<file path="src/logic/width_down_pkg.sv">
`default_nettype none

package width_down_pkg;

  // Width of one input word as it arrives from the source
  localparam int WIDE_WIDTH = 64;

  // Width of one output beat as it leaves toward the sink
  localparam int NARROW_WIDTH = 16;

  // One wide input word
  typedef logic [WIDE_WIDTH-1:0] wide_word_t;

  // Data of one narrow output beat
  typedef logic [NARROW_WIDTH-1:0] narrow_slice_t;

  // Narrow slices carried by one wide word
  localparam int NUM_SLICES = $bits(wide_word_t) / $bits(narrow_slice_t);

  // Holds 0 up to NUM_SLICES inclusive
  // Zero means the serializer is empty
  typedef logic [$clog2(NUM_SLICES+1)-1:0] slice_count_t;

  // Word plus end-of-packet flag
  // Travels from ingress through the buffer to the serializer
  typedef struct packed {
    logic       last;
    wide_word_t data;
  } wide_beat_t;

  // Output beat
  // last marks the final slice of the final word of a packet
  typedef struct packed {
    logic          last;
    narrow_slice_t data;
  } narrow_beat_t;

endpackage

`default_nettype wire

</file>
<file path="src/logic/word_ingress.sv">
`timescale 1ns/1ps
`default_nettype none

module word_ingress
#(
  parameter int FIFO_DEPTH = 4
)
(
  input  wire                       CLK,
  input  wire                       RST_N,
  // Source side handshake
  input  wire                       in_vld,
  input  wire width_down_pkg::wide_beat_t in_beat,
  output logic                      in_rdy,
  // Registered push toward the buffer
  output logic                      push_vld,
  output width_down_pkg::wide_beat_t push_beat,
  // One pulse per freed buffer slot
  input  wire                       credit_ret
);

  // Counter must reach FIFO_DEPTH itself, not just FIFO_DEPTH-1
  typedef logic [$clog2(FIFO_DEPTH+1)-1:0] credit_t;

  credit_t credits_q;
  logic    accept;

  // Ready only while a free slot is guaranteed downstream
  assign in_rdy = (credits_q != '0);

  // Word taken from the source this cycle
  assign accept = in_vld & in_rdy;

  // Credit bookkeeping
  // Accept and return in the same cycle cancel out
  always_ff @(posedge CLK or negedge RST_N)
  begin
    if (!RST_N)
    begin
      // Buffer starts empty so every slot is available
      credits_q <= credit_t'(FIFO_DEPTH);
    end
    else if (accept && !credit_ret)
    begin
      credits_q <= credits_q - credit_t'(1);
    end
    else if (!accept && credit_ret)
    begin
      credits_q <= credits_q + credit_t'(1);
    end
  end

  // Push strobe lasts one cycle per accepted word
  always_ff @(posedge CLK or negedge RST_N)
  begin
    if (!RST_N)
    begin
      push_vld <= 1'b0;
    end
    else
    begin
      push_vld <= accept;
    end
  end

  // Payload only moves on an accept
  always_ff @(posedge CLK)
  begin
    if (accept)
    begin
      push_beat <= in_beat;
    end
  end

endmodule

`default_nettype wire

</file>
<file path="src/logic/word_buffer.sv">
`timescale 1ns/1ps
`default_nettype none

module word_buffer
#(
  parameter int FIFO_DEPTH = 4
)
(
  input  wire                        CLK,
  input  wire                        RST_N,
  // Write side fed by the ingress block
  input  wire                        push_vld,
  input  wire width_down_pkg::wide_beat_t push_beat,
  // Returned one cycle after each pop
  output logic                       credit_ret,
  // Show-ahead read side
  output logic                       head_vld,
  output width_down_pkg::wide_beat_t head_beat,
  input  wire                        pop
);

  // Depth is a power of two so pointers wrap on their own
  typedef logic [$clog2(FIFO_DEPTH)-1:0]   ptr_t;
  typedef logic [$clog2(FIFO_DEPTH+1)-1:0] count_t;

  // Storage array
  width_down_pkg::wide_beat_t mem [FIFO_DEPTH];

  ptr_t   wr_ptr_q;
  ptr_t   rd_ptr_q;
  count_t count_q;

  // Oldest entry is always presented
  assign head_vld  = (count_q != '0);
  assign head_beat = mem[rd_ptr_q];

  // Write into the array
  // No full check here since a push implies a credit was held
  always_ff @(posedge CLK)
  begin
    if (push_vld)
    begin
      mem[wr_ptr_q] <= push_beat;
    end
  end

  // Pointer movement
  always_ff @(posedge CLK or negedge RST_N)
  begin
    if (!RST_N)
    begin
      wr_ptr_q <= '0;
      rd_ptr_q <= '0;
    end
    else
    begin
      if (push_vld)
      begin
        wr_ptr_q <= wr_ptr_q + ptr_t'(1);
      end
      if (pop)
      begin
        rd_ptr_q <= rd_ptr_q + ptr_t'(1);
      end
    end
  end

  // Occupancy
  // Push and pop together leave it unchanged
  always_ff @(posedge CLK or negedge RST_N)
  begin
    if (!RST_N)
    begin
      count_q <= '0;
    end
    else if (push_vld && !pop)
    begin
      count_q <= count_q + count_t'(1);
    end
    else if (!push_vld && pop)
    begin
      count_q <= count_q - count_t'(1);
    end
  end

  // Each freed slot goes back as a one-cycle credit
  always_ff @(posedge CLK or negedge RST_N)
  begin
    if (!RST_N)
    begin
      credit_ret <= 1'b0;
    end
    else
    begin
      credit_ret <= pop;
    end
  end

endmodule

`default_nettype wire

</file>
<file path="src/logic/beat_serializer.sv">
`timescale 1ns/1ps
`default_nettype none

module beat_serializer
(
  input  wire                          CLK,
  input  wire                          RST_N,
  // Show-ahead head of the buffer
  input  wire                          head_vld,
  input  wire width_down_pkg::wide_beat_t head_beat,
  output logic                         pop,
  // Narrow output handshake
  output logic                         out_vld,
  output width_down_pkg::narrow_beat_t out_beat,
  input  wire                          out_rdy
);

  // Slice width taken from the package type
  localparam int SLICE_W = $bits(width_down_pkg::narrow_slice_t);

  // Word being shifted out
  // Low slice is always the one on the output
  width_down_pkg::wide_word_t shift_q;

  // Slices still to send, zero when idle
  width_down_pkg::slice_count_t remain_q;

  // Packet end flag of the loaded word
  logic last_q;

  logic beat_done;
  logic final_done;

  // Busy as long as slices remain
  assign out_vld = (remain_q != '0);

  // Beat accepted by the sink
  assign beat_done = out_vld & out_rdy;

  // The accepted beat was the last slice of the word
  assign final_done = beat_done & (remain_q == width_down_pkg::slice_count_t'(1));

  // Pull a new word when idle or when the current one just finished
  // Reloading on the final beat avoids a bubble between words
  assign pop = head_vld & (~out_vld | final_done);

  // Output beat comes straight from the register
  assign out_beat.data = shift_q[SLICE_W-1:0];
  // Last only on the final slice of a flagged word
  assign out_beat.last = last_q & (remain_q == width_down_pkg::slice_count_t'(1));

  // Slice counter and stored flag
  always_ff @(posedge CLK or negedge RST_N)
  begin
    if (!RST_N)
    begin
      remain_q <= '0;
      last_q   <= 1'b0;
    end
    else if (pop)
    begin
      // Full word loaded
      remain_q <= width_down_pkg::slice_count_t'(width_down_pkg::NUM_SLICES);
      last_q   <= head_beat.last;
    end
    else if (beat_done)
    begin
      remain_q <= remain_q - width_down_pkg::slice_count_t'(1);
    end
  end

  // Parallel load and right shift
  always_ff @(posedge CLK)
  begin
    if (pop)
    begin
      shift_q <= head_beat.data;
    end
    else if (beat_done)
    begin
      // Next higher slice drops into the low position
      shift_q <= shift_q >> SLICE_W;
    end
  end

endmodule

`default_nettype wire

</file>
<file path="src/logic/width_down_top.sv">
`timescale 1ns/1ps
`default_nettype none

module width_down_top
#(
  // Buffer depth and initial credit count
  parameter int FIFO_DEPTH = 4
)
(
  input  wire                          CLK,
  input  wire                          RST_N,
  // Wide input side
  input  wire                          in_vld,
  input  wire width_down_pkg::wide_beat_t in_beat,
  output logic                         in_rdy,
  // Narrow output side
  output logic                         out_vld,
  output width_down_pkg::narrow_beat_t out_beat,
  input  wire                          out_rdy
);

  // Ingress to buffer
  logic                       push_vld;
  width_down_pkg::wide_beat_t push_beat;
  logic                       credit_ret;

  // Buffer to serializer
  logic                       head_vld;
  width_down_pkg::wide_beat_t head_beat;
  logic                       pop;

  // Accepts words while credits remain
  word_ingress #(
    .FIFO_DEPTH (FIFO_DEPTH)
  ) ingress_i (
    .CLK        (CLK),
    .RST_N      (RST_N),
    .in_vld     (in_vld),
    .in_beat    (in_beat),
    .in_rdy     (in_rdy),
    .push_vld   (push_vld),
    .push_beat  (push_beat),
    .credit_ret (credit_ret)
  );

  // Storage between the two sides
  word_buffer #(
    .FIFO_DEPTH (FIFO_DEPTH)
  ) buffer_i (
    .CLK        (CLK),
    .RST_N      (RST_N),
    .push_vld   (push_vld),
    .push_beat  (push_beat),
    .credit_ret (credit_ret),
    .head_vld   (head_vld),
    .head_beat  (head_beat),
    .pop        (pop)
  );

  // Splits each word into narrow beats
  beat_serializer serializer_i (
    .CLK       (CLK),
    .RST_N     (RST_N),
    .head_vld  (head_vld),
    .head_beat (head_beat),
    .pop       (pop),
    .out_vld   (out_vld),
    .out_beat  (out_beat),
    .out_rdy   (out_rdy)
  );

endmodule

`default_nettype wire

</file>
<file path="config.mk">
export PLATFORM = sky130hd
export DESIGN_NAME = width_down_top
export DESIGN_NICKNAME = d
export VERILOG_FILES = /design/src/logic/width_down_pkg.sv /design/src/logic/word_ingress.sv /design/src/logic/word_buffer.sv /design/src/logic/beat_serializer.sv /design/src/logic/width_down_top.sv
export SDC_FILE = /design/constraint.sdc
export NUM_CORES = 1
export LEC_CHECK = 0
export BUFFER_PORTS_ARGS = -buffer_cell sky130_fd_sc_hd__buf_2
export CAP_MARGIN = 20
export CORE_MARGIN = 5
export CORE_UTILIZATION = 50
export DETAILED_ROUTE_END_ITERATION = 8
export PLACE_DENSITY = 0.68
export SLEW_MARGIN = 20
export SYNTH_ARGS = -nofsm -noshare
export SYNTH_HDL_FRONTEND = slang
export SYNTH_SLANG_ARGS = --single-unit
</file>
<file path="constraint.sdc">
create_clock -name CLK -period 10.5 [get_ports CLK]
set_input_delay 1.575 -clock CLK [delete_from_list [all_inputs] [get_ports CLK]]
set_output_delay 1.575 -clock CLK [all_outputs]
set_load 0.01 [all_outputs]
</file>
==> results.yml <==
yosys:
  synth_fa_ha_area_share_pct: 1.02
  synth_cell_types: 35
  synth_compound_area_share_pct: 0.400
  synth_top_family_by_area: "multiplexers"
  yosys.area_share.simple_pct: 1.43
  synth_area_um2: 15000
  yosysSeqAreaShare_pct: 80.5
  yosys.area.top_type: "edfxtp_1"
  netlist_top_cells_area: "edfxtp_1 78%, mux4_2 9.6%, mux2_2 2.9%"
  synth_xor_area_share_pct: 0.525
  ys_ff_latch: 405
  yosys_warnings: 0
  synth_area_per_cell_um2: 23.7
  syn_nets: 714
  synth_mux_area_share_pct: 13.9
  synth_top_area_share_pct: 77.8
  syn_inst: 634
layout:
  design_area_um2: 16900
  fin_util_pct: 57.2
  final_cells: 1144
  drive_gt1_share_pct: 35.8
  areaGrowthSynthToFinish_pct: 12.9
  nets: 806
  antennaDiodeCount: 0
placed_design:
  hpwlAfterDp_um: 13300
  portBuffers: 87
  place_congestion: 0.746
  dp.cells: 1076
  placed_cell_area_um2: 15700
sta:
  max_freq_mhz: 282
  worst_pin_slew_ns: 1.04
  finClkSkew_ns: 0.0163
  relSlewSlack_pct: 30.4
  final.setup.tns_ns: 0
  fin_crit_sh_pct: 33.8
  drv_slew: 0
  min_period_ns: 3.55
  setup_viol: 0
  rsz0062_at_grt: "false"
  hold_viol_final: 0
die:
  die_area_um2: 33600
  die_h_um: 183
  num_io_pins: 88
  core_area_um2: 29600
  rows: 63
  die_w_um: 183
  start_util_pct: 50.6
routing:
  drt_wl_total_um: 24200
  vias: 6136
  ant_nets: 0
  dr.pass1.iters: 5
  wl_per_cell_um: 21.1
  drcViolationCount: 0
  drt-vias-per-instance: 5.36
  first_iter_violations: 375
global_route:
  antenna_found_initial: 0
  grt_overflow: 0
  grt.total_usage_pct: 14.6
  grt_start_max_net_pins: 69
  grt_pass1_vias: 6701
  grt_pass1_wl_um: 38100
clocking:
  clock_sinks: 405
  tritoncts: "built"
  cts_max_path_buffers: 3
  post-cts-setup-buffer-count: 0
  numCtsBuffers: 38
  htreeDepth: 2
  root_buffer: "clkbuf_16"
  hold_buffers: 0
  clk_latency_ns: 0.52
  path_clk_slew_ns: 0.06
  ctsResizeCount: 0
critical_path:
  required_ns: 10.63
  r2r_start: "serializer_i.remain_q[0]"
  cp-start-kind: "input port"
  path_cells: "buf_2 -> a21oi_2 -> nor3_4 -> buf_4 -> or2_4"
  crit_arrival_ns: 3.68
  cp_slowest_cell: "or2_4"
  worstSetupEndpointType: "register"
  path_buf_inv: 2
  cp_num_cells: 5
  worstPathMaxFanout: 68
  startpoint: "out_rdy"
  crit_family: "simple AND/OR/NAND/NOR gates"
  worstSetupPathType: "input port to register"
  cp_slowest_stage_delay_ns: 0.87
  reg2regPathDepth: 6
status:
  status: "finished clean"
power:
  leakage_nw: 5.74
  power.total_mw: 4.70
  powerDensity_nw_per_um2: 277
  peakVddDrop_mv: 0.114
worst_hold_path:
  hold_class: "register to register"
  hold_start: "ingress_i.push_beat[53]"
  hold_depth: 0
flow_run:
  cap_viol_max_count: 0
-- cell type report --
class	instances	area [µm²]
clock buffer	45	1040
clock inverter	23	209
fill	2193	12700
inverter	12	45.0
multi-input combinational	179	2610
sequential	405	12100
tap	390	488
timing repair buffer	90	458
-- path summary, 6_finish.rpt --
check	endpoint	slack, ns
setup / recovery	serializer_i.shift_q[47]	6.95
hold reg to reg	buffer_i.mem[1][53]	0.49
min in group asynchronous	serializer_i.last_q	0.96
hold / removal	buffer_i.mem[1][53]	0.49
max in group asynchronous	ingress_i.credits_q[2]	9.23
setup reg to reg	serializer_i.shift_q[47]	7.37
-- layout by cell type (no fill, tap or decap), drive strengths merged, types with 2 or more instances in the layout --
cell type,count
xor2,6
bufinv,4
clkinv,17
nand2,2
dfrtp,15
o22ai,2
mux2,50
xnor2,3
buf,90
inv,13
ha,9
and2,22
fa,2
a221oi,2
nor2,4
clkbuf,45
edfxtp,389
nor3,2
mux4,65
-- power breakdown --
group	total, mW	internal (mW)	switching, mW
Sequential	2.43	2.25	0.183
Combinational	0.902	0.445	0.457
Clock	1.36	0.806	0.555
-- flip-flops by register name, summed over array words and instances (netlist names) --
register and flops:
serializer_i.last_q 1, serializer_i.remain_q 3, buffer_i.credit_ret 1, buffer_i.rd_ptr_q 2
buffer_i.wr_ptr_q 2, buffer_i.mem 260, ingress_i.push_vld 1, serializer_i.shift_q 64
ingress_i.push_beat 65, buffer_i.count_q 3, ingress_i.credits_q 3
-- logic make-up after synthesis --
logic type	count (synthesis)
flip-flops	405
buffers and inverters	50
multiplexers	116
AND/OR/NAND/NOR	35
XOR/XNOR	9
AO/OA/AOI/OAI	8
adder cells (fa/ha/maj)	11
-- metal layers --
metal	GRT usage, %	part of all wire (%)
met5	0	0
met1	20.7	44
met3	3.17	5.7
met4	3.93	2.0
met2	23.5	49
-- cells in the mapped netlist --
| cell type | count |
|---|---|
| nor4b_1 | 1 |
| buf_6 | 3 |
| nand2b_1 | 1 |
| buf_8 | 1 |
| o22ai_1 | 2 |
| buf_2 | 8 |
| buf_4 | 18 |
| inv_1 | 12 |
| and3_1 | 1 |
| nand2_1 | 2 |
| and2_1 | 22 |
| fa_1 | 2 |
| mux2_4 | 12 |
| buf_12 | 2 |
| o21a_1 | 1 |
| mux2_2 | 38 |
| clkbuf_1 | 4 |
| xnor2_1 | 3 |
| mux4_2 | 64 |
| dfstp_2 | 1 |
| o21ai_0 | 1 |
| or2_2 | 1 |
| ha_1 | 9 |
| a221oi_1 | 2 |
| nor3_2 | 2 |
| buf_1 | 2 |
| o221ai_1 | 1 |
| nor2_1 | 4 |
| edfxtp_1 | 389 |
| or3_1 | 1 |
| xor2_1 | 6 |
| mux4_1 | 1 |
| a21oi_2 | 1 |
| mux2i_1 | 1 |
| dfrtp_1 | 15 |
-- stage by stage --
stage | hold WS, ns | worst slack (ns)
after global placement | 0.465 | 6.45
after floorplan | 0.459 | 6.01
after detailed placement | 0.483 | 6.39
final | 0.494 | 6.95
after global routing | 0.516 | 6.84
after CTS | 0.501 | 6.94
Power figures use the tool's default switching activity.
